## config.mk

```make
export PLATFORM = sky130hd
export DESIGN_NAME = sqrSequencer
export DESIGN_NICKNAME = d
export VERILOG_FILES = /design/src/sqrCtrlPkg.sv /design/src/sqrSequencer.sv
export SDC_FILE = /design/constraint.sdc
export NUM_CORES = 1
export LEC_CHECK = 0
export BUFFER_PORTS_ARGS = -buffer_cell sky130_fd_sc_hd__buf_4
export CAP_MARGIN = 20
export CORE_AREA = 2 2 39 41
export DETAILED_ROUTE_END_ITERATION = 10
export DIE_AREA = 0 0 41 43
export PLACE_DENSITY_LB_ADDON = 0.08
export SETUP_SLACK_MARGIN = 0.02
export SLEW_MARGIN = 20
export SYNTH_ARGS = -nofsm -noshare
export SYNTH_HDL_FRONTEND = slang
export SYNTH_SLANG_ARGS = --single-unit
```

## constraint.sdc

```tcl
create_clock -name clk_sq -period 1 [get_ports clk_sq]
set_input_delay 0.2 -clock clk_sq [delete_from_list [all_inputs] [get_ports clk_sq]]
set_output_delay 0.2 -clock clk_sq [all_outputs]
set_load 0.01 [all_outputs]
```

## src/sqrCtrlPkg.sv

```systemverilog
package sqrCtrlPkg;

   // one iteration walks Multiply through Writeback and starts over.
   typedef enum logic [2:0]
   {
      Idle,
      Multiply,
      Accumulate,
      Lookup,
      Fold,
      FoldExtra,
      Writeback
   } sqrStateT;

   // each datapath stage loads its register only when its own bit is set.
   typedef struct packed
   {
      logic loadOp;
      logic capPartial;
      logic capColumn;
      logic capLookup;
      logic capFold;
      logic capExtra;
      logic writeOp;
   } phaseCtrlT;

endpackage

```

## src/sqrSequencer.sv

```systemverilog
`timescale 1ns/1ps

module sqrSequencer
(
   input  logic                  clk_sq,
   input  logic                  reset_sq,
   input  logic                  start,
   input  logic                  foldOverflow,
   output sqrCtrlPkg::phaseCtrlT phase,
   output logic                  doneIter
);

   sqrCtrlPkg::sqrStateT state;
   sqrCtrlPkg::sqrStateT nextState;

   always_ff @(posedge clk_sq)
   begin
      if (reset_sq)
      begin
         state    <= sqrCtrlPkg::Idle;
         doneIter <= 1'b0;
      end
      else
      begin
         state    <= nextState;
         doneIter <= (state == sqrCtrlPkg::Writeback);
      end
   end

   // the fold sum is registered at the end of Fold.
   // its carry bit is first visible in FoldExtra, so the extra fold is decided there.
   always_comb
   begin
      nextState = state;
      case (state)
         sqrCtrlPkg::Idle:
         begin
            if (start)
            begin
               nextState = sqrCtrlPkg::Multiply;
            end
         end
         sqrCtrlPkg::Multiply:   nextState = sqrCtrlPkg::Accumulate;
         sqrCtrlPkg::Accumulate: nextState = sqrCtrlPkg::Lookup;
         sqrCtrlPkg::Lookup:     nextState = sqrCtrlPkg::Fold;
         sqrCtrlPkg::Fold:       nextState = sqrCtrlPkg::FoldExtra;
         sqrCtrlPkg::FoldExtra:  nextState = sqrCtrlPkg::Writeback;
         sqrCtrlPkg::Writeback:  nextState = sqrCtrlPkg::Multiply;
         default:                nextState = sqrCtrlPkg::Idle;
      endcase
   end

   always_comb
   begin
      phase            = '0;
      phase.loadOp     = (state == sqrCtrlPkg::Idle) && start;
      phase.capPartial = (state == sqrCtrlPkg::Multiply);
      phase.capColumn  = (state == sqrCtrlPkg::Accumulate);
      phase.capLookup  = (state == sqrCtrlPkg::Lookup);
      phase.capFold    = (state == sqrCtrlPkg::Fold);
      phase.capExtra   = (state == sqrCtrlPkg::FoldExtra) && foldOverflow;
      phase.writeOp    = (state == sqrCtrlPkg::Writeback);
   end

endmodule

```

== Word level (Yosys, flattened, before mapping) ==
Index checks and enable logic that the tools add are counted.
Widths: inputs -> output; s select.
Cells by class
  eq/ne operators: 7
  mux-type cells: 2
  reductions and logical operators: 3
Operators by type and width (count)
  $pmux 3 s7: 1
  $eq 3x3->1 const B: 3
  $eq 3x2->1 const B: 2
  $eq 3x1->1 const B: 1
  $logic_not 3->1: 1
  $mux 3: 1
  $logic_and 1x1->1: 2
  $ne 2x2->1 const B: 1
Word-level totals
  register bits after elaboration: 4
  bits of input ports: 4
  output and inout bits: 8

== Depth between registers and ports, before layout ==
  depth in word-level cells: 2
  gate-level depth with buffers: 2
  gate-level depth less buffers: 2

== Least setup slack after synthesis ==
Ideal clock, no wire load.
  path type: reg-to-output
  from: register state[1]
  to: output phase[4] in the netlist's numbering
  arrival: 0.861 ns
  required time: 0.800 ns
  slack: -0.061 ns
  cell stages (with the launch flop): 3
  buffers on the path: 0
  cells stage by stage: dfxtp_1 -> or3b_1 -> inv_1
RTL lines
  start, declared: line sqrSequencer.sv:13  | sqrCtrlPkg::sqrStateT state;
  start signal, assigned: line sqrSequencer.sv:20  | state <= sqrCtrlPkg::Idle;
  start signal, assigned: line sqrSequencer.sv:25  | state <= nextState;
  end, declared: line sqrSequencer.sv:9  | output sqrCtrlPkg::phaseCtrlT phase,

==> impl_metrics.tcl <==
set metrics [dict create \
    fmax_ghz 0.753 \
    fin_ws_ns -0.328 \
    antenna-diode-count 0 \
    synthTopCellsByArea "dfxtp_1 42%, and3b_2 11%, nor3_1 5.3%" \
    grt_max_degree 8 \
    cts.clk_slew.worst_paths_ns 0.04 \
    multi_input_area_um2 126 \
    fin_setup_tns_ns -1.76 \
    start_kind "flip-flop" \
    routed_wl_um 517 \
    drc 0 \
    crit_arrival_ns 1.13 \
    final_nets 46 \
    antenna_left 0 \
    port_buffers 11 \
    fin_crit_ns 1.33 \
    post-route-cell-area_um2 400 \
    start_util_pct 13.7 \
    violations "negative setup slack" \
    yosysTopAreaCell "dfxtp_1" \
    fillCellCount 168 \
    syn_avg_cell_area_um2 9.51 \
    yosysWarnings 0 \
    power_mw 0.499 \
    relSlewSlack_pct 82.8 \
    regArea_um2 88.8 \
    overflow 0 \
    hp-start "reset_sq" \
    critPathLaunch "state[0]" \
    min_path_type "input pin to flip-flop" \
    grt_pass1_wl_um 834 \
    reg2reg_slack_ns -0.04 \
    wl_per_cell_um 9.23 \
    core-area_mm2 0.00138 \
    required_ns 0.80 \
    rsz0062_at_grt "true" \
    place.gp.congestion 0.658 \
    crit_type "flip-flop to output pin" \
    setup_viol 8 \
    cts_tree "done" \
    min_path_cells 2 \
    die_h_um 43 \
    yosys_register_bits 4 \
    firstDrtPassIters 1 \
    hold_viol_final 0 \
    num_io_pins 12 \
    netlist_instances 20 \
    dpl_worst_slack_ns -0.142 \
    reg2reg_depth 3 \
    die_w_um 41 \
    drive_gt1_share_pct 85.0 \
    vias 211 \
    ys_types 14 \
    cp_max_fo 6 \
    syn2layout_area_growth_pct 111 \
    core.rowCount 14 \
    ys_seq_area_share_pct 42.1 \
    utilization_pct 28.9 \
    grt_antenna_before_repair 0 \
    htreeDepth 1 \
    fin_crit_sh_pct 133 \
    via_per_inst 3.77 \
    drtIter0Drc 0 \
    rr_endpoint "state[1]" \
    dieArea_mm2 0.00176 \
    cts_made_buffers 3 \
    status "finished, violations left" \
    grt_use_total_pct 7.82 \
    min_to "state[1]" \
    timing.final.max_slew_violations 0 \
    syn_area_um2 190 \
    postPlaceCellArea_um2 324 \
    rr_startpoint "state[0]" \
    skew_ns 0.000664 \
    cts_sinks 4 \
    syn_nets 24 \
    root_buffer "clkbuf_4" \
    cap_violations 0 \
    ctsLongestPathBuffers 2 \
    ir_drop_mv 0.258 \
    cts-hold-fix-buffers 0 \
    cp-end-kind "output pin" \
    yosysTopAreaCellShare_pct 42.1 \
    p_leak_nw 0.191 \
    tightest_slew_ns 0.254 \
    grt_pass1_vias 206 \
    power.density_mw_per_mm2 1250 \
    clkLatencyLatePin_ns 0.23 \
]
==> cells in the mapped netlist (all sizes together) <==
cell type / count
or3b: 1
nand2b: 1
inv: 1
and2b: 1
o21ba: 1
and3b: 2
nor2: 2
nor2b: 1
nor3b: 1
nand2: 1
nor3: 2
a21oi: 1
nor4b: 1
dfxtp: 4
==> worst max-delay path: stages (launching register included) <==
cell	delay [ns]
dfxtp_2	0.33
or3b_4	0.40
inv_2	0.05
buf_4	0.10
==> sequential cells by signal, indices dropped and copies added (netlist names) <==
name and count:
doneIter 1, state 3
==> how the worst max path moves through the flow <==
| stage | endpoint | slack, ns |
|---|---|---|
| after floorplan | phase[6] | -0.02 |
| after global placement | phase[4] | -0.14 |
| after detailed placement | phase[4] | -0.14 |
| after CTS | phase[4] | -0.34 |
| after global routing | phase[4] | -0.36 |
| final | phase[4] | -0.33 |
==> cells in the final DEF, fill, tap and decap left out <==
cell and count:
nor4b_1 1, dfxtp_4 2, dfxtp_1 1, inv_2 1, dfxtp_2 1, nor3_1 2
clkbuf_4 3, or3b_4 1, a21oi_2 1, buf_4 14, nor2_2 2, and3b_2 2
buf_6 3, nand2_1 1, nand2b_4 1, nor2b_1 1, nor3b_2 1, and2b_2 1
o21ba_2 1
==> per-layer routing <==
layer	track usage (%)	wire (um)
met3	1.57	32
met2	9.38	278
met1	8.63	206
met5	0	0
met4	12.0	0
==> cell families (layout without fill, tap and decap cells) <==
| group | Yosys count | count (layout) | synth area share, % |
|---|---|---|---|
| buffers and inverters | 1 | 21 | 1.97 |
| DFF | 4 | 4 | 42.1 |
| and+or+nand+nor | 13 | 13 | 46.1 |
| AOI/OAI and AO/OA | 2 | 2 | 9.87 |
==> repair_timing <==
item / CTS / global route
pin swaps: 1 / 1
endpoints found under the hold margin: 0 / 0
setup buffers: 2 / 0
endpoints found under the setup margin: 7 / 9
gates resized for setup: 10 / 2
==> area by class of cell <==
| type | count | area share, % |
|---|---|---|
| tap | 16 | 5.00 |
| multi-input combinational | 15 | 31.6 |
| sequential | 4 | 22.2 |
| timing repair buffer | 17 | 34.7 |
| inverter | 1 | 0.938 |
| clock buffer | 3 | 5.62 |
==> through the flow <==
stage / hold slack, ns / instances
3_3_place_gp: 0.388 / 51
4_1_cts: 0.129 / 56
3_5_place_dp: 0.387 / 51
6_report: 0.141 / 56
2_1_floorplan: 0.255 / 20
5_1_grt: 0.147 / 56
==> power by group <==
part	total, mW	internal (mW)	switching, mW	leakage (nW)
sequential	0.180	0.169	0.0112	0.0344
combinational	0.121	0.0765	0.0442	0.143
clock	0.199	0.134	0.0646	0.0138
total	0.499	0.380	0.120	0.191
Power figures use the tool's default switching activity.
