[src/sqrArithPkg.sv]
package sqrArithPkg;

   localparam int limbW     = 16;
   localparam int numLimbs  = 4;
   localparam int chunkW    = 8;
   localparam int numChunks = 8;
   localparam int opW       = 64;

   typedef logic [limbW-1:0]     limbT;
   typedef logic [opW-1:0]       operandT;
   typedef logic [2*opW-1:0]     productT;
   typedef logic [2*limbW-1:0]   partialT;
   typedef logic [opW-1:0]       residueT;
   typedef logic [opW:0]         foldSumT;

   // entry row*numLimbs + col holds limb[row] * limb[col].
   typedef partialT [numLimbs*numLimbs-1:0] partialArrayT;
   typedef residueT [numChunks-1:0]         residueVecT;

   // 2^60 - 93.
   localparam operandT modulus = 64'h0FFF_FFFF_FFFF_FFA3;

   // chunk * 2^e mod M, by repeated doubling.
   // values stay below M < 2^60, so one subtraction per step is enough.
   function automatic residueT residueOf(input int unsigned chunk, input int unsigned e);
      logic [opW:0] acc;
      acc = chunk % modulus;
      for (int unsigned i = 0; i < e; i++)
      begin
         acc = acc << 1;
         if (acc >= modulus)
         begin
            acc = acc - modulus;
         end
      end
      return acc[opW-1:0];
   endfunction

   // added back once when the fold sum carries past bit 63.
   localparam residueT overflowResidue = residueOf(1, opW);

endpackage

[src/sqrCtrlPkg.sv]
package sqrCtrlPkg;

   // one iteration walks Multiply through Writeback and starts over.
   typedef enum logic [2:0]
   {
      Idle,
      Multiply,
      Accumulate,
      Lookup,
      Fold,
      FoldExtra,
      Writeback
   } sqrStateT;

   // each datapath stage loads its register only when its own bit is set.
   typedef struct packed
   {
      logic loadOp;
      logic capPartial;
      logic capColumn;
      logic capLookup;
      logic capFold;
      logic capExtra;
      logic writeOp;
   } phaseCtrlT;

endpackage

[src/foldReducer.sv]
`timescale 1ns/1ps

module foldReducer
(
   input  logic                    clk_sq,
   input  sqrCtrlPkg::phaseCtrlT   phase,
   input  sqrArithPkg::operandT    lowHalf,
   input  sqrArithPkg::residueVecT residues,
   output sqrArithPkg::operandT    folded,
   output logic                    foldOverflow
);

   sqrArithPkg::foldSumT foldSum;
   sqrArithPkg::foldSumT sumNext;
   sqrArithPkg::foldSumT extraNext;

   // the low half is below 2^64 and each residue below 2^60.
   // so the total stays under 2^64 + 2^63 and fits in 65 bits.
   always_comb
   begin
      sumNext = {1'b0, lowHalf};
      for (int p = 0; p < sqrArithPkg::numChunks; p++)
      begin
         sumNext = sumNext + {1'b0, residues[p]};
      end
   end

   // after an overflow the low 64 bits are under 2^63.
   // adding 2^64 mod M then cannot carry out again.
   assign extraNext = {1'b0, foldSum[sqrArithPkg::opW-1:0]}
                      + {1'b0, sqrArithPkg::overflowResidue};

   always_ff @(posedge clk_sq)
   begin
      if (phase.capFold)
      begin
         foldSum <= sumNext;
      end
      else if (phase.capExtra)
      begin
         foldSum <= extraNext;
      end
   end

   assign folded       = foldSum[sqrArithPkg::opW-1:0];
   assign foldOverflow = foldSum[sqrArithPkg::opW];

endmodule

[config.mk]
export PLATFORM = sky130hd
export DESIGN_NAME = foldReducer
export DESIGN_NICKNAME = d
export VERILOG_FILES = /design/src/sqrArithPkg.sv /design/src/sqrCtrlPkg.sv /design/src/foldReducer.sv
export SDC_FILE = /design/constraint.sdc
export NUM_CORES = 1
export LEC_CHECK = 0
export BUFFER_PORTS_ARGS = -buffer_cell sky130_fd_sc_hd__buf_2
export CORE_AREA = 3 3 255 257
export DETAILED_ROUTE_END_ITERATION = 6
export DIE_AREA = 0 0 258 260
export PLACE_DENSITY_LB_ADDON = 0.08
export SLEW_MARGIN = 20
export SYNTH_ARGS = -nofsm -noshare
export SYNTH_HDL_FRONTEND = slang
export SYNTH_SLANG_ARGS = --single-unit
[constraint.sdc]
create_clock -name clk_sq -period 6.18 [get_ports clk_sq]
set_input_delay 0.309 -clock clk_sq [delete_from_list [all_inputs] [get_ports clk_sq]]
set_output_delay 0.309 -clock clk_sq [all_outputs]
set_load 0.03 [all_outputs]
=== Yosys cells after proc, flatten, opt, wreduce, memory -nomap -nowiden ===
Index checks and enable logic that the tools add are counted.

* Bits of input ports: 584
* Output and inout bits: 65
* Bits in registers: 65

* Multiplexer cells: 2
* Add/sub/neg operators: 9
* Reduce and logical (&&, ||, !) cells: 1

{| class="wikitable"
|+ Operators by type and width
! operator !! number
|-
| adder 65 x 64 -> 65 bit || 7
|-
| two-way mux 65 bit || 2
|-
| adder 64 x 11 -> 65 bit, second input constant || 1
|-
| adder 64 x 64 -> 65 bit || 1
|-
| nonzero test 2 bit || 1
|}

=== Longest topological paths before layout ===
* Depth after elaboration: 9
* Depth in mapped cells: 20

=== Worst setup path before layout ===
No wires, ideal clock.

* Kind: input to register
* From: input port lowHalf[2]
* To: register foldSum[52] (data pin)
* Library setup time: 0.271 ns
* Required time: 5.909 ns
* Buffers on the path: 0
* Arrival: 5.102 ns
* Setup slack: 0.807 ns
* Stages: 20
* Cell sequence: inv_1 > fa_1 > inv_1 > fa_1 > fa_1 > inv_1 > fa_1 > inv_1 > ha_1 > fa_1 > a211oi_2 > o211ai_2 > a41o_1 > a31o_4 > a31o_4 > a41o_4 > a31oi_4 > o41ai_2 > xnor2_1 > mux2i_1

* Longest elaborated chain between the ends: 9

{| class="wikitable"
|+ Ends and longest elaborated chain
! item !! line !! source
|-
| start: declaration || foldReducer.sv:7 || <nowiki>input sqrArithPkg::operandT lowHalf,</nowiki>
|-
| adder 64 x 64 -> 65 bit || foldReducer.sv:24 || <nowiki>sumNext = sumNext + {1'b0, residues[p]};</nowiki>
|-
| adder 65 x 64 -> 65 bit (7 in series) || foldReducer.sv:24 ||
|-
| two-way mux 65 bit || foldReducer.sv:35 || <nowiki>if (phase.capFold)</nowiki>
|-
| end signal: assignment || foldReducer.sv:37 || <nowiki>foldSum <= sumNext;</nowiki>
|-
| end signal: assignment || foldReducer.sv:41 || <nowiki>foldSum <= extraNext;</nowiki>
|-
| end: declaration || foldReducer.sv:13 || <nowiki>sqrArithPkg::foldSumT foldSum;</nowiki>
|}

No other way between the ends.
A chain may end at the register's enable or synchronous reset.

=== Worst setup path after layout ===
* From: input port lowHalf[2]
* To: register foldSum[48] (data pin)

The elaborated chain is that of the path after synthesis.

==> flow_metrics.tcl <==
set metrics [dict create \
    cts_resized 0 \
    grt_overflow 0 \
    min_path_type "input port to flip-flop" \
    hold_violations 0 \
    placeableCoreArea_um2 63000 \
    synthTopCellsByArea "fa_1 48%, inv_1 12%, edfxtp_1 10%" \
    worst_pin_slew_ns 1.07 \
    crit_start "lowHalf[2]" \
    synth_warnings 0 \
    cp-start-kind "input port" \
    timing.fmax_ghz 0.180 \
    vias 15000 \
    gp_congestion 0.887 \
    wirelength_mm 56.7 \
    drtAntennaViolNets 0 \
    fin_util_pct 36.8 \
    clockRootBuffer "clkbuf_16" \
    yosysTopAreaCell "fa_1" \
    whs_ns 0.520 \
    synth.cells.most_frequent "604 x inv_1, 444 x fa_1, 103 x nand2_1" \
    clock_sink_count 65 \
    critPathMaxFanout 4 \
    cts_tree "built" \
    setup_viol 0 \
    wl_per_cell_um 16.6 \
    num_antenna_cells 0 \
    ys_types 77 \
    grt_pass1_wl_mm 88.0 \
    clock_skew_ns 0.0175 \
    synth_area_um2 18700 \
    via_per_inst 4.38 \
    cts-hold-fix-buffers 0 \
    numCtsBuffers 9 \
    die_h_um 260 \
    syn2layout_area_growth_pct 24.4 \
    hpwl_mm 51.9 \
    worstHoldStart "phase[2]" \
    rsz0062_at_grt "false" \
    finalCritPeriodShare_pct 89.8 \
    slew_violations 0 \
    critical_path.slowest_cell "fa_1" \
    synth_edf_count 65 \
    synthCells 1947 \
    io_buffers 643 \
    required_ns 6.26 \
    min_period_ns 5.55 \
    critPathArrivalTime_ns 5.63 \
    cpLargestDelayFamily "adder cells" \
    top_regs "foldSum: 65 flops" \
    yosysMostFrequentCell "inv_1" \
    drtIter0Drc 469 \
    reg2reg_from "foldSum[4]" \
    syn_area_per_cell_um2 9.58 \
    grt_pass1_vias 16500 \
    antenna_found_initial 0 \
    path_buf_inv 5 \
    ys_seq_area_share_pct 10.5 \
    fillers 6618 \
    clock_latency_ns 0.36 \
    grt_max_degree 62 \
    final.setup.tns_ns 0 \
    path_class "input port to flip-flop" \
    async_flop_share_pct 0 \
    largest_reg_flops 65 \
    worstSetupEndpointType "flip-flop" \
    registers.top_by_ff_count "foldSum" \
    route.detailed.drc 0 \
    drive_above_1_share_pct 27.5 \
    start_util_pct 29.6 \
    fp.dieW_um 258 \
    dieArea_um2 67100 \
    crit_path_frequent_cell "fa_1" \
    cts_setup_buffers 0 \
    crit_path_cell_trace "buf_2, inv_1, fa_1, inv_1, fa_1, fa_1, inv_1, fa_1, inv_1, ha_1, fa_1, a211oi_2, o211ai_2, a41o_1, a31o_4, a31o_4, a41o_4, a31oi_4, o21ai_2, xnor2_1, a21oi_1" \
    slowest_delay_ns 0.56 \
    clk_pin_slew_ns 0.07 \
    cts-htree-levels 3 \
    clk_path_buf_depth 2 \
    status "complete, no violations" \
    synth_top_area_share_pct 47.7 \
    synthFlopType "edfxtp_1" \
    maxCapViolCount 0 \
    firstDrtPassIters 5 \
    grt_usage_pct 16.7 \
    relSlewSlack_pct 28.7 \
    rows 92 \
    fin_nets 3666 \
    io-pin-count 649 \
    ys_seq_elements 65 \
    synth_fp_nets 3041 \
]
==> layout by cell type, fill, tap and decap left out, types with 4 or more instances in the layout <==
cell type and n:
nand2b_1 8, nand3_1 37, nor2_1 73, a2111oi_0 5, o211ai_1 4, edfxtp_1 65
fa_1 444, ha_1 66, a31oi_1 8, nand2_1 103, and2_1 8, o21ai_0 43
a211oi_1 4, nor3_1 14, nor2b_1 4, o21ai_1 15, clkbuf_16 9, or3_1 6
xor2_1 39, buf_4 17, a21o_1 31, and3_1 11, buf_2 642, o21a_1 7
inv_1 604, xnor2_1 75, and4_1 6, mux2i_1 4, nand4_1 36, o21bai_1 16
a21oi_1 101
==> path summary, 6_finish.rpt <==
path,slack (ns),cells past startpoint,endpoint
worst max-delay path,0.63,21,foldSum[48]
worst min-delay path,0.52,2,foldSum[31]
worst max register to register,2.89,10,foldSum[64]
worst min register to register,0.67,1,foldSum[4]
==> final cells by class <==
type	count	area (µm²)	share of cell area, %
multi-input combinational	1232	14200	61.4
timing repair buffer	659	3340	14.4
inverter	605	2270	9.79
sequential	65	1950	8.41
tap	846	1060	4.56
clock buffer	10	229	0.987
clock inverter	6	106	0.458
==> logic make-up after synthesis <==
kind of cell / share of synthesized area (%)
AOI/OAI and AO/OA: 10.1
xor gates and xnor gates: 5.35
adders and majority gates: 52.1
buffers and inverters: 13.2
DFF: 10.5
muxes: 0.335
and+or+nand+nor: 8.44
==> layer usage <==
metal / vias to the layer above / part of all wire, % / global-route usage (%)
met4: 0 / 1.0 / 2.44
met5: - / 0 / 0
met1: 7421 / 42 / 21.7
met2: 409 / 51 / 29.7
met3: 31 / 6.0 / 2.88
li1: 7146 / - / -
==> stage by stage <==
stage	setup WS (ns)	cells	cell area [µm²]
after CTS	0.603	3423	23200
final	0.631	3423	23200
after detailed placement	0.287	3407	22900
after floorplan	0.807	1947	18700
after global routing	0.361	3423	23200
after global placement	0.268	3407	22900
Power is not shown: default switching activity piles up to over one toggle a cycle in this logic, so the estimate is an artifact.
