--- config.mk ---
export PLATFORM = sky130hd
export DESIGN_NAME = operandReg
export DESIGN_NICKNAME = d
export VERILOG_FILES = /design/src/sqrArithPkg.sv /design/src/sqrCtrlPkg.sv /design/src/operandReg.sv
export SDC_FILE = /design/constraint.sdc
export NUM_CORES = 1
export LEC_CHECK = 0
export BUFFER_PORTS_ARGS = -buffer_cell sky130_fd_sc_hd__buf_2
export CORE_ASPECT_RATIO = 0.9
export CORE_UTILIZATION = 40
export CTS_CLUSTER_DIAMETER = 80
export CTS_CLUSTER_SIZE = 12
export DETAILED_ROUTE_END_ITERATION = 8
export GPL_TIMING_DRIVEN = 1
export PLACE_DENSITY = 0.85
export REMOVE_ABC_BUFFERS = 1
export SKIP_CTS_REPAIR_TIMING = 1
export SLEW_MARGIN = 20
export SYNTH_ARGS = -nofsm -noshare
export SYNTH_HDL_FRONTEND = slang
export SYNTH_SLANG_ARGS = --single-unit
--- constraint.sdc ---
create_clock -name clk_sq -period 5.8 [get_ports clk_sq]
set_input_delay 1.74 -clock clk_sq [delete_from_list [all_inputs] [get_ports clk_sq]]
set_output_delay 1.74 -clock clk_sq [all_outputs]
set_load 0.05 [all_outputs]
--- src/sqrArithPkg.sv ---
package sqrArithPkg;

   localparam int limbW     = 16;
   localparam int numLimbs  = 4;
   localparam int chunkW    = 8;
   localparam int numChunks = 8;
   localparam int opW       = 64;

   typedef logic [limbW-1:0]     limbT;
   typedef logic [opW-1:0]       operandT;
   typedef logic [2*opW-1:0]     productT;
   typedef logic [2*limbW-1:0]   partialT;
   typedef logic [opW-1:0]       residueT;
   typedef logic [opW:0]         foldSumT;

   // entry row*numLimbs + col holds limb[row] * limb[col].
   typedef partialT [numLimbs*numLimbs-1:0] partialArrayT;
   typedef residueT [numChunks-1:0]         residueVecT;

   // 2^60 - 93.
   localparam operandT modulus = 64'h0FFF_FFFF_FFFF_FFA3;

   // chunk * 2^e mod M, by repeated doubling.
   // values stay below M < 2^60, so one subtraction per step is enough.
   function automatic residueT residueOf(input int unsigned chunk, input int unsigned e);
      logic [opW:0] acc;
      acc = chunk % modulus;
      for (int unsigned i = 0; i < e; i++)
      begin
         acc = acc << 1;
         if (acc >= modulus)
         begin
            acc = acc - modulus;
         end
      end
      return acc[opW-1:0];
   endfunction

   // added back once when the fold sum carries past bit 63.
   localparam residueT overflowResidue = residueOf(1, opW);

endpackage

--- src/sqrCtrlPkg.sv ---
package sqrCtrlPkg;

   // one iteration walks Multiply through Writeback and starts over.
   typedef enum logic [2:0]
   {
      Idle,
      Multiply,
      Accumulate,
      Lookup,
      Fold,
      FoldExtra,
      Writeback
   } sqrStateT;

   // each datapath stage loads its register only when its own bit is set.
   typedef struct packed
   {
      logic loadOp;
      logic capPartial;
      logic capColumn;
      logic capLookup;
      logic capFold;
      logic capExtra;
      logic writeOp;
   } phaseCtrlT;

endpackage

--- src/operandReg.sv ---
`timescale 1ns/1ps

module operandReg
(
   input  logic                  clk_sq,
   input  sqrCtrlPkg::phaseCtrlT phase,
   input  sqrArithPkg::operandT  sqIn,
   input  sqrArithPkg::operandT  folded,
   output sqrArithPkg::operandT  operand
);

   // a fresh chain loads sqIn, every iteration after that feeds back the folded square.
   always_ff @(posedge clk_sq)
   begin
      if (phase.loadOp)
      begin
         operand <= sqIn;
      end
      else if (phase.writeOp)
      begin
         operand <= folded;
      end
   end

endmodule

# Word-level counts from Yosys, hierarchy flattened

Index checks and enable logic that the tools add are counted.

Register bits after elaboration: 64
Bits of input ports: 136
Output and inout port bits: 64
Word-level logic and storage cells: 4

Multiplexer cells: 2
Reductions and logical operators: 1

Operators by type and width:

| cell               | count |
|---|---|
| $mux W64           | 2 |
| $reduce_bool A2 Y1 | 1 |

# Logic depth before layout (Yosys ltp)

Gate-level depths: netlist of run 1.

Depth in word-level cells: 2
Gate-level depth with buffers: 3
Depth with buffers taken out: 1

# Worst setup path after synthesis of run 1

OpenSTA, ideal clock, no wires.

Kind: input -> register
From: in phase[6] (netlist bit)
To: reg operand[0], enable pin
Setup time: 0.426 ns
Arrival: 3.489 ns
Data required time: 5.374 ns
Slack: 1.886 ns
Cell stages on the path: 3
Buffers on the path: 2
Cells stage by stage: buf_6 -> buf_6 -> or2_1

Word-level cells in the longest chain between the ends: 1

Ends and longest elaborated chain:

| what                                | line             | source |
|---|---|---|
| start, declared                     | operandReg.sv:6  | `input sqrCtrlPkg::phaseCtrlT phase,` |
| $reduce_bool A2 Y1 (no source line) | n/a              |  |
| end signal, assigned                | operandReg.sv:17 | `operand <= sqIn;` |
| end signal, assigned                | operandReg.sv:21 | `operand <= folded;` |
| end, declared                       | operandReg.sv:9  | `output sqrArithPkg::operandT operand` |

Every way passes these cells.
A chain may end at the register's enable or synchronous reset.

# Final worst setup path of run 1

From: in phase[6] (netlist bit)
To: reg operand[5] (data pin)

Word-level cells in the longest chain between the ends: 1

Ends and longest elaborated chain:

| what     | line             | source |
|---|---|---|
| $mux W64 | operandReg.sv:15 | `if (phase.loadOp)` |

Every way passes these cells.

==> results of run 1 <==
[kinds of logic (layout without fill, tap and decap cells)]
| kind of cell | after synthesis | in the layout | synth area share |
|---|---|---|---|
| mux | 64 | 64 | 0.311 |
| flops | 64 | 64 | 0.661 |
| buf+inv | 7 | 212 | 0.0250 |
| simple gates | 1 | 1 | 0.00215 |
[path summary, 6_finish.rpt]
path / from / to / cells after the start
max: phase[6] / operand[5] / 3
min: sqIn[52] / operand[52] / 2
[synth_stat cells]
library cell	instances	area, sq um
buf_2	1	5.00
buf_6	6	67.6
edfxtp_1	64	1920
mux2_2	15	169
mux2_4	49	736
or2_1	1	6.26
[power groups by stage]
| stage | clock, uW | combinational (uW) | sequential [uW] |
|---|---|---|---|
| 6_report | 362 | 352 | 582 |
| 5_1_grt | 391 | 366 | 586 |
| 3_5_place_dp | 0 | 354 | 592 |
| 4_1_cts | 373 | 355 | 583 |
| 3_3_place_gp | 0 | 348 | 589 |
| 2_1_floorplan | 0 | 59.0 | 774 |
[cell usage in the layout (no fill, tap or decap)]
cell type,instances
mux2_4,49
clkinv_1,2
clkinv_2,2
clkinvlp_4,2
bufinv_16,1
buf_2,193
mux2_2,15
edfxtp_1,64
clkbuf_8,9
or2_2,1
buf_4,3
[cell type report]
| class | instances | area [sq um] | share of cell area |
|---|---|---|---|
| flip-flops and latches | 64 | 1920 | 0.466 |
| repair buffers | 196 | 988 | 0.240 |
| multi-input cells | 65 | 911 | 0.221 |
| clock buffers | 9 | 124 | 0.0300 |
| well taps | 93 | 116 | 0.0282 |
| clock inverters | 7 | 62.6 | 0.0152 |
[through the flow]
step / std cells / setup slack, ns / hold WS, ns / util
finish: 434 / 2.80 / 1.71 / 0.586
global placement: 418 / 2.49 / 2.04 / 0.559
floorplan: 129 / 2.20 / 1.96 / -
CTS: 434 / 2.78 / 1.69 / 0.586
detailed placement: 418 / 2.44 / 2.04 / 0.559
global route: 434 / 2.71 / 1.69 / 0.586
[layer usage]
metal,part of all wire,vias up
li1,-,933
met1,0.37,942
met2,0.55,100
met3,0.061,13
met4,0.019,0
met5,0,-
==> key figures, run 1 <==
Power and ir drop
  – Max VDD drop: about 0.13 mV
  – Switching part of the total: 0.325
  – Power per Cell Area: around 310 mW/mm^2
  – Overall power: between 1000 and 1500 uW
  – Flop pwr share: 0.449
  – Internal: 875 uW
  – Sw power: ~420 uW
  – Combinational group share of total power: 0.272
  – Clock power frac: 0.279
  – Lkg Pwr: 0.00198 uW

Drt
  – Pre-antenna DRT Iters: 6
  – Routed WL per cell: 16.1 um
  – DR vias: just under 2000
  – DRT iter0 DRCs: 44
  – Post-DR vias/cell: around 4.6
  – Residual DRC count: 0
  – Final wirelength: around 7 mm
  – DRT antenna net count: 0

Timing
  – Final period util: 0.518
  – FMAX: 333 MHz
  – Final setup fails: 0
  – Final max-slew violation count: 0
  – Tmin final: 3.00 ns
  – Slew headroom: 0.294
  – Hold Vio Cnt, Final: 0
  – Setup TNS: 0 ns
  – Worst slew pin tran: 1.06 ns
  – RSZ-0062 raised after global routing: no

CTS
  – CTS max path bufs: 2
  – Clock transition at path regs: ~0.070 ns
  – TritonCTS Buffers: 9
  – CTS tree: yes
  – H-tree depth: 3
  – Root Driver: clkbuf_8
  – Sink Count: 64

Synth
  – Flops & latches, synth: 64
  – Syn avg cell area: 21.4 sq um
  – Synthesis Warnings: 0
  – Sequential cell area fraction in the yosys report: 0.661
  – Cell count after synthesis: about 140
  – Synth unique cells: 6
  – Synthesized area: 0.00291 sq mm

Setup path
  – CP Capture Type: flop
  – Crit path max-delay family: buffers and inverters
  – Crit path largest cell delay: between 0.7 and 0.8 ns
  – CP cell instances: buf_4, buf_4, mux2_2
  – Crit Path Category: in2reg
  – Most common cell on crit path: buf_4
  – CP Data Required Time: 5.88 ns
  – Buf/Inv on CP: 2
  – Crit path arrival time: between 3 and 4 ns
  – Crit-path slowest cell: buf_4
  – Worst Path Max Fanout: 64
  – Startpoint types: input pin

Place
  – HPWL after DPL: approximately 5.3 mm
  – RD Place Congestion: between 0.8 and 0.9
  – Port Buffers: approximately 190
  – Instance area at placement: slightly below 0.004 sq mm

Die
  – Die X: about 92 um
  – Chip height: 82.9 um
  – Die area: between 0.007 and 0.008 sq mm
  – Initial core utilization: 0.413
  – Core box area: between 0.007 and 0.008 sq mm
  – Num rows: 29
  – Ports: 200

Global route
  – Antenna violations before repair: 0
  – GRT overflow: 0
  – Vias in the first global route: roughly 2000
  – Met1 Use GR: 0.201
  – First-pass GRT wire length: between 10 and 15 mm
  – GRT busiest layer: met2
  – Grt met2 use: 0.347
  – GR Util met3: 0.0430
  – Gr usage total: 0.184
  – Largest net degree at the start of global routing: 65

Finish
  – # diodes: 0
  – Fin area: between 0.004 and 0.005 sq mm
  – Biggest regs: operand x64
  – Area Growth Syn to Fin: 41.9%
  – Number of flip-flops in the largest register: 64
  – Share of layout cells above drive strength 1: 0.806
  – Filler cells: roughly 570
  – Nets: 472
  – Biggest register: operand

Run
  – Max_cap viols: 0

Hold path
  – Hold WC Path Type: in2reg

Status
  – Outcome: complete, no violations
No activity file was read; power rests on OpenSTA's default activity.
==> run 2: changes to the inputs <==
Clock period 5.8 ns to 3.1 ns, I/O delays scaled along.
==> key figures, run 2 (synthesis gave the netlist of run 1 again) <==
Status
  – Outcome: complete, no violations (unchanged)

Power and ir drop
  – Overall power: 2430 uW (was 1300 uW)
  – Power per Cell Area: 585 mW/mm^2 (was 314 mW/mm^2)
  – Lkg Pwr: 0.00199 uW (was 0.00198 uW)
  – Max VDD drop: 0.215 mV (was 0.129 mV)

Run
  – Max_cap viols: 0 (unchanged)

Die
  – Die area: 0.00761 sq mm (unchanged)
  – Die X: 91.8 um (unchanged)
  – Initial core utilization: 0.413 (unchanged)
  – Ports: 200 (unchanged)
  – Chip height: 82.9 um (unchanged)
  – Core box area: 0.00704 sq mm (unchanged)
  – Num rows: 29 (unchanged)

CTS
  – CTS tree: yes (unchanged)
  – Sink Count: 64 (unchanged)
  – Clock transition at path regs: 0.07 ns (about the same)
  – H-tree depth: 3 (unchanged)
  – TritonCTS Buffers: 9 (unchanged)
  – Root Driver: clkbuf_8 (unchanged)
  – CTS max path bufs: 2 (unchanged)

Global route
  – Largest net degree at the start of global routing: 65 (unchanged)
  – Antenna violations before repair: 0 (unchanged)
  – Vias in the first global route: 2115 (was 1975)
  – First-pass GRT wire length: 10.6 mm (was 10.3 mm)
  – GRT overflow: 0 (unchanged)
  – Gr usage total: 0.189 (was 0.184)

Setup path
  – Most common cell on crit path: buf_4 (unchanged)
  – Crit Path Category: in2reg (unchanged)
  – Startpoint types: input pin (unchanged)
  – CP cell instances: buf_4, buf_4, mux2_2 (unchanged)
  – CP Capture Type: flop (unchanged)
  – CP Data Required Time: 3.18 ns (was 5.88 ns)
  – Crit-path slowest cell: mux2_2 (was buf_4)
  – Crit path arrival time: 1.98 ns (was 3.08 ns)
  – Worst Path Max Fanout: 25 (was 64)
  – Crit path largest cell delay: 0.36 ns (was 0.76 ns)

Finish
  – Area Growth Syn to Fin: 43.1% (was 41.9%)
  – Commonest non-fill, non-tap cells in the layout: 193 x buf_2, 64 x edfxtp_1, 49 x mux2_4, 15 x mux2_2, 9 x clkbuf_8 (unchanged)
  – Biggest regs: operand x64 (unchanged)
  – Nets: 473 (was 472)
  – Share of layout cells above drive strength 1: 0.807 (was 0.806)
  – Fin area: 0.00416 sq mm (was 0.00412 sq mm)
  – Number of flip-flops in the largest register: 64 (unchanged)
  – # diodes: 0 (unchanged)
  – Biggest register: operand (unchanged)
  – Most common cell after layout, fill and taps aside: buf_2 (unchanged)

Drt
  – DRT antenna net count: 0 (unchanged)
  – Pre-antenna DRT Iters: 4 (was 6)
  – DRT iter0 DRCs: 48 (was 44)
  – Final wirelength: 7.12 mm (was 6.98 mm)
  – Residual DRC count: 0 (unchanged)
  – Post-DR vias/cell: 4.58 (about the same)
  – DR vias: 1993 (was 1988)
  – Routed WL per cell: 16.4 um (was 16.1 um)

Hold path
  – Hold WC Path Type: in2reg (unchanged)

Place
  – RD Place Congestion: 0.796 (was 0.812)
  – HPWL after DPL: 5.46 mm (was 5.32 mm)
  – Instance area at placement: 0.00397 sq mm (was 0.00394 sq mm)
  – Port Buffers: 194 (unchanged)

Timing
  – FMAX: approximately 530 MHz
  – Slew headroom: 0.733 (was 0.294)
  – Final max-slew violation count: 0 (unchanged)
  – Setup TNS: 0 ns (unchanged)
  – Tmin final: around 1.9 ns
  – RSZ-0062 raised after global routing: no (unchanged)
  – Worst slew pin tran: 0.401 ns (was 1.06 ns)
  – Final setup fails: 0 (unchanged)
  – Hold Vio Cnt, Final: 0 (unchanged)
  – Final period util: 0.612
[run 2: changes by cell type in the layout (fill, tap and decap cells not counted)]
cell,delta
buf_12,+2
buf_4,-1
[run 2: worst paths after layout]
kind / startpoint / end / cells past startpoint
max: phase[6] / operand[10] / 3
min: sqIn[26] / operand[26] / 2
[run 2: cell type report]
cell class	count	area [sq um]
flip-flops and latches	64	1920
fillers	570	2880
repair buffers	197	1020
well taps	93	116
clock inverters	7	62.6
multi-input cells	65	911
clock buffers	9	124
[run 2: layer usage]
metal | global-route usage | vias to the layer above | wire length [um]
met3 | 0.0458 | 28 | 511
met2 | 0.332 | 119 | 3700
met4 | 0.119 | 0 | 308
met5 | 0 | - | 0
li1 | - | 938 | -
met1 | 0.203 | 908 | 2610
[run 2: through the flow]
step           hold WS [ns]  cells  setup WS [ns]  utilization
6_report              0.895    435           1.20        0.590
5_1_grt               0.876    435           1.18        0.590
4_1_cts               0.877    435           1.18        0.590
3_5_place_dp           1.23    419          0.850        0.564
3_3_place_gp           1.23    419          0.872        0.564
2_1_floorplan          1.15    129          0.314            -
[run 2: critical path, delay by kind of cell]
kind / cells / cell delay, ns
multiplexers: 1 / 0.36
buffers and inverters: 2 / 0.68
[run 2: where the power goes]
group	total [uW]	internal, uW	switching, uW	leakage, uW
sequential	1090	1060	24.0	0.000652
clock	680	363	317	0.0000901
combinational	665	213	452	0.00125
total	2430	1640	793	0.00199
