`src/sqrArithPkg.sv`:
```
package sqrArithPkg;

   localparam int limbW     = 16;
   localparam int numLimbs  = 4;
   localparam int chunkW    = 8;
   localparam int numChunks = 8;
   localparam int opW       = 64;

   typedef logic [limbW-1:0]     limbT;
   typedef logic [opW-1:0]       operandT;
   typedef logic [2*opW-1:0]     productT;
   typedef logic [2*limbW-1:0]   partialT;
   typedef logic [opW-1:0]       residueT;
   typedef logic [opW:0]         foldSumT;

   // entry row*numLimbs + col holds limb[row] * limb[col].
   typedef partialT [numLimbs*numLimbs-1:0] partialArrayT;
   typedef residueT [numChunks-1:0]         residueVecT;

   // 2^60 - 93.
   localparam operandT modulus = 64'h0FFF_FFFF_FFFF_FFA3;

   // chunk * 2^e mod M, by repeated doubling.
   // values stay below M < 2^60, so one subtraction per step is enough.
   function automatic residueT residueOf(input int unsigned chunk, input int unsigned e);
      logic [opW:0] acc;
      acc = chunk % modulus;
      for (int unsigned i = 0; i < e; i++)
      begin
         acc = acc << 1;
         if (acc >= modulus)
         begin
            acc = acc - modulus;
         end
      end
      return acc[opW-1:0];
   endfunction

   // added back once when the fold sum carries past bit 63.
   localparam residueT overflowResidue = residueOf(1, opW);

endpackage

```
`src/sqrCtrlPkg.sv`:
```
package sqrCtrlPkg;

   // one iteration walks Multiply through Writeback and starts over.
   typedef enum logic [2:0]
   {
      Idle,
      Multiply,
      Accumulate,
      Lookup,
      Fold,
      FoldExtra,
      Writeback
   } sqrStateT;

   // each datapath stage loads its register only when its own bit is set.
   typedef struct packed
   {
      logic loadOp;
      logic capPartial;
      logic capColumn;
      logic capLookup;
      logic capFold;
      logic capExtra;
      logic writeOp;
   } phaseCtrlT;

endpackage

```
`src/columnAccumulator.sv`:
```
`timescale 1ns/1ps

module columnAccumulator
(
   input  logic                      clk_sq,
   input  sqrCtrlPkg::phaseCtrlT     phase,
   input  sqrArithPkg::partialArrayT partials,
   output sqrArithPkg::productT      product
);

   // a column gathers at most seven 16-bit terms, so four guard bits hold it.
   logic [2*sqrArithPkg::numLimbs-1:0][sqrArithPkg::limbW+3:0] colSum;
   logic [sqrArithPkg::limbW+3:0] colAcc;
   logic [3:0]                    colCarry;
   sqrArithPkg::productT          productNext;

   always_comb
   begin
      colSum = '0;
      for (int r = 0; r < sqrArithPkg::numLimbs; r++)
      begin
         for (int c = 0; c < sqrArithPkg::numLimbs; c++)
         begin
            // low limb lands in column r+c, high limb one column up.
            colSum[r+c] += partials[r*sqrArithPkg::numLimbs + c][sqrArithPkg::limbW-1:0];
            colSum[r+c+1] += partials[r*sqrArithPkg::numLimbs + c]
                             [2*sqrArithPkg::limbW-1:sqrArithPkg::limbW];
         end
      end
   end

   // ripple the column overflow upward, one limb at a time.
   always_comb
   begin
      colCarry = '0;
      colAcc = '0;
      productNext = '0;
      for (int k = 0; k < 2*sqrArithPkg::numLimbs; k++)
      begin
         colAcc = colSum[k] + colCarry;
         productNext[k*sqrArithPkg::limbW +: sqrArithPkg::limbW] =
            colAcc[sqrArithPkg::limbW-1:0];
         colCarry = colAcc[sqrArithPkg::limbW+3:sqrArithPkg::limbW];
      end
   end

   always_ff @(posedge clk_sq)
   begin
      if (phase.capColumn)
      begin
         product <= productNext;
      end
   end

endmodule

```
`config.mk`:
```
export PLATFORM = sky130hd
export DESIGN_NAME = columnAccumulator
export DESIGN_NICKNAME = d
export VERILOG_FILES = /design/src/sqrArithPkg.sv /design/src/sqrCtrlPkg.sv /design/src/columnAccumulator.sv
export SDC_FILE = /design/constraint.sdc
export NUM_CORES = 1
export LEC_CHECK = 0
export BUFFER_PORTS_ARGS = -buffer_cell sky130_fd_sc_hd__buf_2
export CAP_MARGIN = 20
export CORE_AREA = 2 2 252 254
export CTS_CLUSTER_SIZE = 16
export DETAILED_ROUTE_END_ITERATION = 12
export DIE_AREA = 0 0 254 256
export PLACE_DENSITY = 0.6
export SLEW_MARGIN = 20
export SYNTH_ARGS = -nofsm -noshare
export SYNTH_HDL_FRONTEND = slang
export SYNTH_SLANG_ARGS = --single-unit
export TNS_END_PERCENT = 30
```
`constraint.sdc`:
```
create_clock -name clk_sq -period 26.4 [get_ports clk_sq]
set_clock_uncertainty 0.1 [all_clocks]
set_input_delay 2.64 -clock clk_sq [delete_from_list [all_inputs] [get_ports clk_sq]]
set_output_delay 2.64 -clock clk_sq [all_outputs]
set_load 0.01 [all_outputs]
```
* Word-level counts from Yosys, hierarchy flattened
Index checks and enable logic that the tools add are counted.
** Storage, ports and cells
- Output and inout port bits :: 128
- Flip-flop bits (word level) :: 128
- Logic and storage cells :: 31
- Bits of input ports :: 520
** Cells by class
- $add $sub $neg :: 30
** Operator list (number)
- $add A17 B16 Y18 :: 6
- $add A16 B16 Y17 :: 6
- $add A19 B16 Y20 :: 4
- $add A20 B16 Y20 :: 4
- $add A18 B16 Y19 :: 4
- $add A20 B4 Y20 :: 3
- $add A20 B2 Y20 :: 1
- $add A18 B4 Y19 :: 1
- $add A16 B3 Y16 :: 1

* Depth between registers and ports, before layout
Gate-level depths: netlist (run 1).
- Depth after elaboration :: 11
- Gate-level depth with buffers :: 72

* Worst setup path before layout (run 1)
No wires, ideal clock.
- Kind :: input-to-reg
- Start point :: input partials[18] (netlist bit)
- End point :: register product[127], data pin
- Slack :: 6.554 ns
- Library setup time :: 0.258 ns
- Arrival :: 19.489 ns
- Path buffers :: 0
- Cell stages on the path :: 69
- Cells stage by stage :: fa_1 ha_1 a21oi_1 o21ai_1 a2111oi_2 nor4_1 a221oi_2 xnor2_1 fa_1 inv_1 ha_1 fa_1 a21o_1 a31oi_1 o21ai_1 a221oi_2 a31o_1 o21ai_1 (+33 left out) a21oi_1 o211a_1 o31ai_1 a21oi_1 o21ai_1 fa_1 fa_1 a211o_2 a2111oi_4 o211ai_2 a311oi_1 o21bai_1 ha_1 a21o_1 nand2_1 nor3_1 nand4_1 xnor2_1
** Between the ends
- Cells in the longest elaborated chain, start to end :: 8
** Ends and longest elaborated chain
- start: declaration :: line columnAccumulator.sv:7 : input sqrArithPkg::partialArrayT partials,
- $add A16 B16 Y17 :: line columnAccumulator.sv:25 : colSum[r+c] += partials[r*sqrArithPkg::numLimbs + c][sqrArithPkg::limbW-1:0];
- $add A17 B16 Y18 :: line columnAccumulator.sv:25
- $add A20 B2 Y20 :: line columnAccumulator.sv:40 : colAcc = colSum[k] + colCarry;
- $add A20 B4 Y20 (3 in a row) :: line columnAccumulator.sv:40
- $add A18 B4 Y19 :: line columnAccumulator.sv:40
- $add A16 B3 Y16 :: line columnAccumulator.sv:40
- via colAcc, one bit :: line columnAccumulator.sv:13 : logic [sqrArithPkg::limbW+3:0] colAcc;
- end signal: assignment :: line columnAccumulator.sv:51 : product <= productNext;
- end: declaration :: line columnAccumulator.sv:8 : output sqrArithPkg::productT product
The timed path passes the listed nets, and every way through them passes these cells.
A chain may end at the register's enable or synchronous reset.

* Worst setup path in the final report (run 1)
- Start point :: input partials[35] (netlist bit)
- End point :: register product[124], data pin
Same word-level chain as after synthesis.

==> results of run 1 <==
==> worst max-delay path by stage <==
stage,cells after the start,slack (ps),to,startpoint
2_1_floorplan,69,6550,product[127]$_DFFE_PP_,partials[18]
3_3_place_gp,71,3620,product[124]$_DFFE_PP_,partials[18]
3_5_place_dp,71,3460,product[124]$_DFFE_PP_,partials[18]
4_1_cts,71,3890,product[124]$_DFFE_PP_,partials[18]
5_1_grt,70,2670,product[127]$_DFFE_PP_,partials[18]
6_report,69,3940,product[124]$_DFFE_PP_,partials[35]
==> cell usage after synthesis, types with 8 or more instances <==
cell type / n / area [µm²]
inv_1: 338 / 1269
fa_1: 301 / 6026
ha_1: 158 / 1977
edfxtp_1: 128 / 3844
a21oi_1: 73 / 365.4
xnor2_1: 59 / 516.8
nor2_1: 48 / 180.2
nand2_1: 40 / 150.1
a21o_1: 25 / 187.7
nand3_1: 24 / 120.1
o21ai_1: 24 / 120.1
o21ai_0: 23 / 115.1
xor2_1: 23 / 201.4
nor3_1: 18 / 90.09
a211oi_1: 12 / 90.09
o21a_1: 10 / 75.07
o21bai_1: 10 / 75.07
and3_1: 8 / 50.05
nor2b_1: 8 / 50.05
==> final cells by class <==
type | count | share of cell area (%)
well taps | 846 | 4.985
diodes | 5 | 0.05893
repair buffers | 642 | 15.17
clock inverters | 13 | 0.6541
multi-input cells | 962 | 53.03
inverters | 338 | 5.975
flip-flops and latches | 128 | 18.10
clock buffers | 18 | 2.021
==> logic make-up after synthesis <==
group	after synthesis	synth area share, %
xor gates and xnor gates	82	4.382
AOI/OAI and AO/OA	245	10.21
adders and majority gates	459	48.82
DFF	128	23.45
buffers and inverters	345	7.901
muxes	4	0.2519
and+or+nand+nor	172	4.977
==> per-layer routing <==
layer	share of wire [%]	vias to the layer above	global-route usage (%)
met5	0.14	-	0
met4	3.7	12	6.716
met3	8.0	77	5.237
met2	52	515	29.77
met1	36	6361	16.99
li1	-	6031	-
==> stage by stage <==
step / instance area (µm²) / hold slack, ps
6_report: 21230 / 2232
5_1_grt: 21230 / 2185
2_1_floorplan: 16390 / 2639
4_1_cts: 21220 / 2162
3_3_place_gp: 20640 / 2718
3_5_place_dp: 20650 / 2718
==> power by group through the flow <==
stage | Clock (µW) | Sequential (µW) | Combinational [µW]
after floorplan | 0 | 470 | 1190
after global placement | 0 | 436 | 1770
after detailed placement | 0 | 438 | 1820
after CTS | 259 | 435 | 1830
after global routing | 263 | 440 | 2050
final | 244 | 434 | 1800
==> out/qor.csv, run 1 <==
stage;metric;value;unit
placed_design;pre_cts_ws;3458;ps
global_routing;grt_pass1_vias;14510;
finish;multi_input_area;0.01126;mm²
synth;synth_flop_cell;edfxtp_1;
setup_path;critPathMaxFanout;5;
timing;min_period_over_period;85.06;%
placed_design;place_inst;2916;
routing;wl;51930;µm
min_path;hold-path-cell-count;1;
global_routing;grt_first_pass_wirelength;79120;µm
finish;nFillCells;6431;
finish;utilization;34.03;%
routing;wl_per_cell;17.59;µm
timing;grt_setup_unrepaired;no;
floorplanning;start_util;26.27;%
run;drv_cap;0;
power_and_ir_drop;pwr-share-clk;9.9;%
placed_design;place_hpwl;45780;µm
synth;netlist_instances;1435;
synth;synthArstFlopShare;0;%
timing;hold_viol_final;0;
routing;drt_first_iter_violations;509;
synth;synth-edff-count;128;
clock_tree;cts_resized;0;
setup_path;crit_slowest_cell;fa_1;
floorplanning;num_rows;92;
setup_path;max_stage_delay;590;ps
synth;ys_warn_count;0;
setup_path;cp.arrival;22590;ps
timing;max-slew-margin-rel;29.90;%
global_routing;antenna_found_initial;11;
floorplanning;die_h;256;µm
finish;layout-drive-gt1-share;32.84;%
clock_tree;h-tree-depth;4;
timing;finalSetupTns;0;ps
power_and_ir_drop;pwr-share-seq;17.5;%
clock_tree;clock-root-buffer;clkbuf_16;
timing;setup_ws;3945;ps
finish;final_cell_mix;buf_2 (640), inv_1 (338), fa_1 (301);
finish;reg.largest.list;product (128);
clock_tree;cts.sinks;128;
power_and_ir_drop;peakVddDrop;0.00005313;V
global_routing;grt_max_degree;66;
power_and_ir_drop;p_comb_share;72.7;%
placed_design;port_buffers;641;
routing;drt_pass1_iterations;5;
floorplanning;pin_count;648;
min_path;hp-class;in -> reg;
finish;seqCellArea;0.003844;mm²
timing;max_freq;44.53;MHz
setup_path;critPathTopFamily;adder cells;
clock_tree;cts_tree;done;
run_status;status;completed;
power_and_ir_drop;p_total;2480;µW
power_and_ir_drop;p_leak;0.01050;µW
timing;fin_crit;22460;ps
clock_tree;cts_setup_buffers;0;
power_and_ir_drop;cellPowerDensity;116.8;mW/mm²
routing;vias_per_cell;4.402;
min_path;hold_start;partials[0];
setup_path;required;26530;ps
finish;syn_to_final_growth;29.54;%
synth;syn_area;0.01639;mm²
routing;vias;13000;
timing;worstMarginPinSlew;1052;ps
synth;synth.avg_cell_area;11.42;µm²
synth;yosysSeqAreaShare;23.45;%
finish;largest-register;product;
setup_path;end_kind;flop;
routing;ant_nets;0;
power_and_ir_drop;swShare;47.76;%
timing;final-setup-viol-count;0;
finish;final_common_cell;buf_2;
min_path;hold_end;product[0]$_DFFE_PP_;
finish;final_cell_count_no_fill;2952;
setup_path;cp-start-kind;input pin;
setup_path;cp_num_buf_inv;7;
clock_tree;cts_made_buffers;17;
synth;synth_nets;2414;
setup_path;cpMostUsedCell;fa_1;
global_routing;grt_remaining_overflow;0;
power_and_ir_drop;p_int;1296;µW
floorplanning;core_area;0.06239;mm²
routing;route.detailed.drc;0;
timing;finalMaxSlewViolations;0;
setup_path;critical_path_class;in -> reg;
global_routing;track_usage;16.28;%
synth;ys_ff_latch;128;
finish;largest_register_ffs;128;
power_and_ir_drop;p_switching;1185;µW
clock_tree;ctsHoldBuffers;0;
placed_design;gp_congestion;0.9371;
clock_tree;clkTransAtPathRegs;70;ps
synth;ys_types;67;
floorplanning;fp.dieW;254;µm
clock_tree;cts_buffer_depth;2;
floorplanning;die-area;0.06502;mm²
finish;fin_nets;3068;
Note: power is estimated with default switching activity, not from simulation.
==> inputs of run 2 (changes only) <==
Settings changed: BUFFER_PORTS_ARGS -buffer_cell sky130_fd_sc_hd__buf_2 to not set, CORE_AREA 2 2 252 254 to 2 2 250 252, DIE_AREA 0 0 254 256 to 0 0 252 254, DONT_BUFFER_PORTS set to 1, PLACE_DENSITY 0.6 to 0.51.
==> run 2 against run 1 <==
  * Critical path depth grew 1
  * Highest routed layer is now met4
  * Core utilization down 4.6 points
  * Flip-flop and latch count stayed put
  * Die area fell by 1.6%
  * Clock power rose by 11%
  * Power down 4.7%
  * Design area is 15% lower
  * Sequential power rose by 17%
==> out/qor.csv, run 2 (synthesis gave the netlist of run 1 again) <==
stage;metric;value;unit
setup_path;max_stage_delay;620;ps
routing;vias_per_cell;4.628;
finish;fin_nets;2426;
floorplanning;start_util;26.76;%
global_routing;grt_pass1_vias;11650;
timing;max_freq;45.12;MHz
finish;final_cell_mix;inv_1 (338), fa_1 (301), ha_1 (158);
finish;seqCellArea;0.003844;mm²
timing;final-setup-viol-count;0;
global_routing;grt_max_degree;129;
finish;multi_input_area;0.01125;mm²
placed_design;place_hpwl;41410;µm
run_status;status;completed;
min_path;hold_end;product[5]$_DFFE_PP_;
routing;ant_nets;0;
setup_path;cp.arrival;22280;ps
clock_tree;cts_setup_buffers;0;
finish;largest_register_ffs;128;
floorplanning;pin_count;648;
global_routing;grt_first_pass_wirelength;68230;µm
floorplanning;fp.dieW;252;µm
routing;drt_pass1_iterations;5;
routing;wl_per_cell;20.88;µm
placed_design;place_inst;2218;
clock_tree;h-tree-depth;4;
finish;final_cell_count_no_fill;2255;
clock_tree;cts_buffer_depth;2;
routing;route.detailed.drc;0;
routing;wl;47080;µm
setup_path;crit_slowest_cell;fa_1;
clock_tree;clkTransAtPathRegs;80;ps
finish;nFillCells;6338;
finish;layout-drive-gt1-share;3.288;%
placed_design;port_buffers;0;
timing;max-slew-margin-rel;58.33;%
floorplanning;core_area;0.06126;mm²
clock_tree;cts_resized;0;
finish;reg.largest.list;product (128);
floorplanning;die-area;0.06401;mm²
setup_path;critPathMaxFanout;5;
floorplanning;num_rows;91;
clock_tree;cts.sinks;128;
routing;drt_first_iter_violations;410;
timing;worstMarginPinSlew;619.8;ps
min_path;hold_start;partials[5];
power_and_ir_drop;peakVddDrop;0.00004851;V
setup_path;critical_path_class;in -> reg;
min_path;hold-path-cell-count;0;
power_and_ir_drop;p_leak;0.008016;µW
power_and_ir_drop;cellPowerDensity;131.4;mW/mm²
clock_tree;clock-root-buffer;clkbuf_16;
timing;fin_crit;22160;ps
clock_tree;cts_tree;done;
clock_tree;cts_made_buffers;17;
setup_path;cpMostUsedCell;fa_1;
setup_path;end_kind;flop;
finish;postLayoutCellArea;0.01800;mm²
timing;hold_viol_final;0;
placed_design;gp_congestion;0.9404;
global_routing;grt_remaining_overflow;0;
finish;largest-register;product;
min_path;hp-class;in -> reg;
run;drv_cap;0;
power_and_ir_drop;p_total;2365;µW
timing;finalMaxSlewViolations;0;
setup_path;required;26520;ps
placed_design;place_area;0.01735;mm²
timing;min_period_over_period;83.96;%
setup_path;cp-startpoint;partials[18];
setup_path;cp-start-kind;input pin;
timing;grt_setup_unrepaired;no;
finish;syn_to_final_growth;9.817;%
finish;final_common_cell;inv_1;
global_routing;track_usage;14.66;%
global_routing;antenna_found_initial;6;
floorplanning;die_h;254;µm
routing;vias;10440;
timing;finalSetupTns;0;ps
clock_tree;ctsHoldBuffers;0;
## run 2: cell types whose count changed in the layout (fill, tap and decap cells not counted), moves of 2 or more
cell	change
buf_2	-640
clkinvlp_4	-4
bufinv_16	+2
clkinv_2	-2
clkinv_4	+2
inv_6	+2
## run 2: per-layer routing
| metal | track usage, % | share of wire [%] | up-vias |
|---|---|---|---|
| met5 | 0 | 0 | - |
| met4 | 8.098 | 4.7 | 0 |
| met3 | 4.517 | 7.8 | 66 |
| met2 | 27.10 | 54 | 461 |
| met1 | 14.59 | 34 | 5160 |
| li1 | - | - | 4750 |
## run 2: worst max path at each step
stage,end,slack [ps],cells past startpoint
floorplan,product[127]$_DFFE_PP_,6550,69
global placement,product[126]$_DFFE_PP_,3630,70
detailed placement,product[127]$_DFFE_PP_,3470,69
CTS,product[127]$_DFFE_PP_,3970,69
global route,product[124]$_DFFE_PP_,2870,70
finish,product[126]$_DFFE_PP_,4240,70
## run 2: layout make-up
type                       instances  area share [%]
antenna                            5         0.06951
multi-input combinational        962           62.51
sequential                       128           21.35
inverter                         338           7.049
tap                              790           5.491
clock inverter                    14           1.140
clock buffer                      18           2.384
## run 2: report_power, final
group	switching [µW]	internal, µW
logic	910	677
clock network	112	160
registers	96.8	410
total	1120	1250
## run 2: worst max-delay path, delay by kind of cell
family	cells	cell delay [ps]
AO/OA/AOI/OAI	30	7520
XOR/XNOR	3	500
buffers and inverters	7	390
adder cells (fa/ha/maj)	24	10100
AND/OR/NAND/NOR	6	1110
## run 2: through the flow
step                      utilization [%]  setup WS [ps]  hold WS [ps]
after floorplan                         -           6554          2639
after global placement              28.33           3632          2639
after detailed placement            28.33           3468          2639
after CTS                           29.36           3975          2088
after global routing                29.38           2874          2110
final                               29.38           4235          2158
==> inputs of run 3 (changes only) <==
Clock period 26.4 ns to 21.6 ns, I/O delays scaled along.
==> run 3 against run 2 <==
  * Sequential share of layout area fell by 0.15 points
  * Worst setup slack got worse by 3200 ps
  * Wire length increased by 0.40%
  * Non-clock buffer count rose by 16
  * Hold slack worse by 480 ps
  * Sequential power grew 22%
  * Critical path depth stayed put
  * Largest cell class unchanged
==> out/qor.csv, run 3 (synthesis gave the netlist of run 1 again) <==
stage;metric;value;unit
run_status;status;completed;
timing;final-setup-viol-count;0;
floorplanning;core_area;0.06126;mm²
placed_design;pre_cts_ws;-35.03;ps
timing;setup_ws;1070;ps
setup_path;end_kind;flop;
finish;fin_nets;2442;
power_and_ir_drop;cellPowerDensity;160.2;mW/mm²
floorplanning;num_rows;91;
finish;layout-drive-gt1-share;4.946;%
setup_path;critPathTopFamily;adder cells;
global_routing;grt_pass1_vias;11620;
setup_path;crit_slowest_cell;fa_1;
clock_tree;cts_made_buffers;17;
clock_tree;clkTransAtPathRegs;70;ps
global_routing;grt_first_pass_wirelength;68700;µm
clock_tree;cts_tree;done;
routing;drt_pass1_iterations;4;
finish;largest_register_ffs;128;
setup_path;cp.arrival;20700;ps
global_routing;grt_remaining_overflow;0;
power_and_ir_drop;peakVddDrop;0.00006048;V
global_routing;track_usage;14.78;%
timing;max-slew-margin-rel;61.18;%
placed_design;port_buffers;0;
setup_path;critical_path_class;in -> reg;
timing;finalMaxSlewViolations;0;
floorplanning;die-area;0.06401;mm²
setup_path;critPathMaxFanout;3;
power_and_ir_drop;p_total;2904;µW
timing;hold_viol_final;0;
setup_path;max_stage_delay;580;ps
timing;grt_setup_unrepaired;no;
finish;reg.largest.list;product (128);
timing;worstMarginPinSlew;573.3;ps
placed_design;place_inst;2234;
placed_design;gp_congestion;0.9575;
floorplanning;fp.dieW;252;µm
clock_tree;h-tree-depth;4;
clock_tree;cts_buffer_depth;2;
power_and_ir_drop;p_leak;0.008095;µW
setup_path;required;21770;ps
routing;vias_per_cell;4.621;
clock_tree;ctsHoldBuffers;0;
clock_tree;cts.sinks;128;
clock_tree;clock-root-buffer;clkbuf_16;
finish;final_common_cell;inv_1;
run;drv_cap;0;
finish;final_cell_count_no_fill;2269;
min_path;hp-class;in -> reg;
placed_design;place_hpwl;41740;µm
routing;wl;47260;µm
global_routing;grt_max_degree;129;
setup_path;cpMostUsedCell;fa_1;
finish;largest-register;product;
routing;drt_first_iter_violations;332;
floorplanning;pin_count;648;
routing;vias;10490;
timing;max_freq;48.71;MHz
routing;ant_nets;0;
routing;wl_per_cell;20.83;µm
setup_path;cp-start-kind;input pin;
timing;min_period_over_period;95.05;%
routing;route.detailed.drc;0;
timing;fin_crit;20530;ps
finish;final_cell_mix;inv_1 (338), fa_1 (301), ha_1 (158);
setup_path;cp_num_buf_inv;9;
floorplanning;start_util;26.76;%
global_routing;antenna_found_initial;5;
floorplanning;die_h;254;µm
finish;syn_to_final_growth;10.61;%
[run 3: cell types whose count changed in the layout (fill, tap and decap cells not counted), sizes merged]
cell,delta
clkinvlp,-1
diode,-2
clkbuf,-1
bufinv,-1
buf,+16
clkinv,+3
[run 3: worst paths after layout]
path          from                     end  depth (start not counted)  slack, ps
max   partials[18]  product[119]$_DFFE_PP_                         70       1070
min    partials[3]    product[3]$_DFFE_PP_                          0       1680
[run 3: power by group]
part | internal (µW) | switching, µW
Clock | 183 | 136
Sequential | 501 | 118
Combinational | 853 | 1110
Total | 1540 | 1370
[run 3: layer usage]
metal / track usage (%) / wire, µm / up-vias
met3: 4.302 / 3505 / 67
met5: 0 / 22 / -
met2: 27.64 / 25600 / 441
met1: 14.71 / 16020 / 5194
met4: 7.844 / 2114 / 4
li1: - / - / 4779
[run 3: per-stage QoR]
step	TNS (ps)	hold slack, ps	util (%)	cell area (µm²)
finish	0	1675	29.60	18130
CTS	0	1610	29.52	18080
global route	0	1625	29.60	18130
floorplan	0	2159	-	16390
detailed placement	-66.80	2159	28.52	17470
global placement	0	2159	28.52	17470
[run 3: layout make-up]
type / count / area [µm²]
Clock buffer: 17 / 425.4
Fill cell: 6294 / 43130
Inverter: 338 / 1269
Clock inverter: 15 / 181.4
Timing Repair Buffer: 16 / 120.1
Multi-Input combinational cell: 962 / 11290
Sequential cell: 128 / 3844
Antenna cell: 3 / 7.507
Tap cell: 790 / 988.4
[run 3: repair_timing]
action / CTS / global route
setup endpoints to repair: 0 / 14
endpoints found under the hold margin: 0 / 0
gates resized for setup: 0 / 9
buffers inserted: 0 / 0
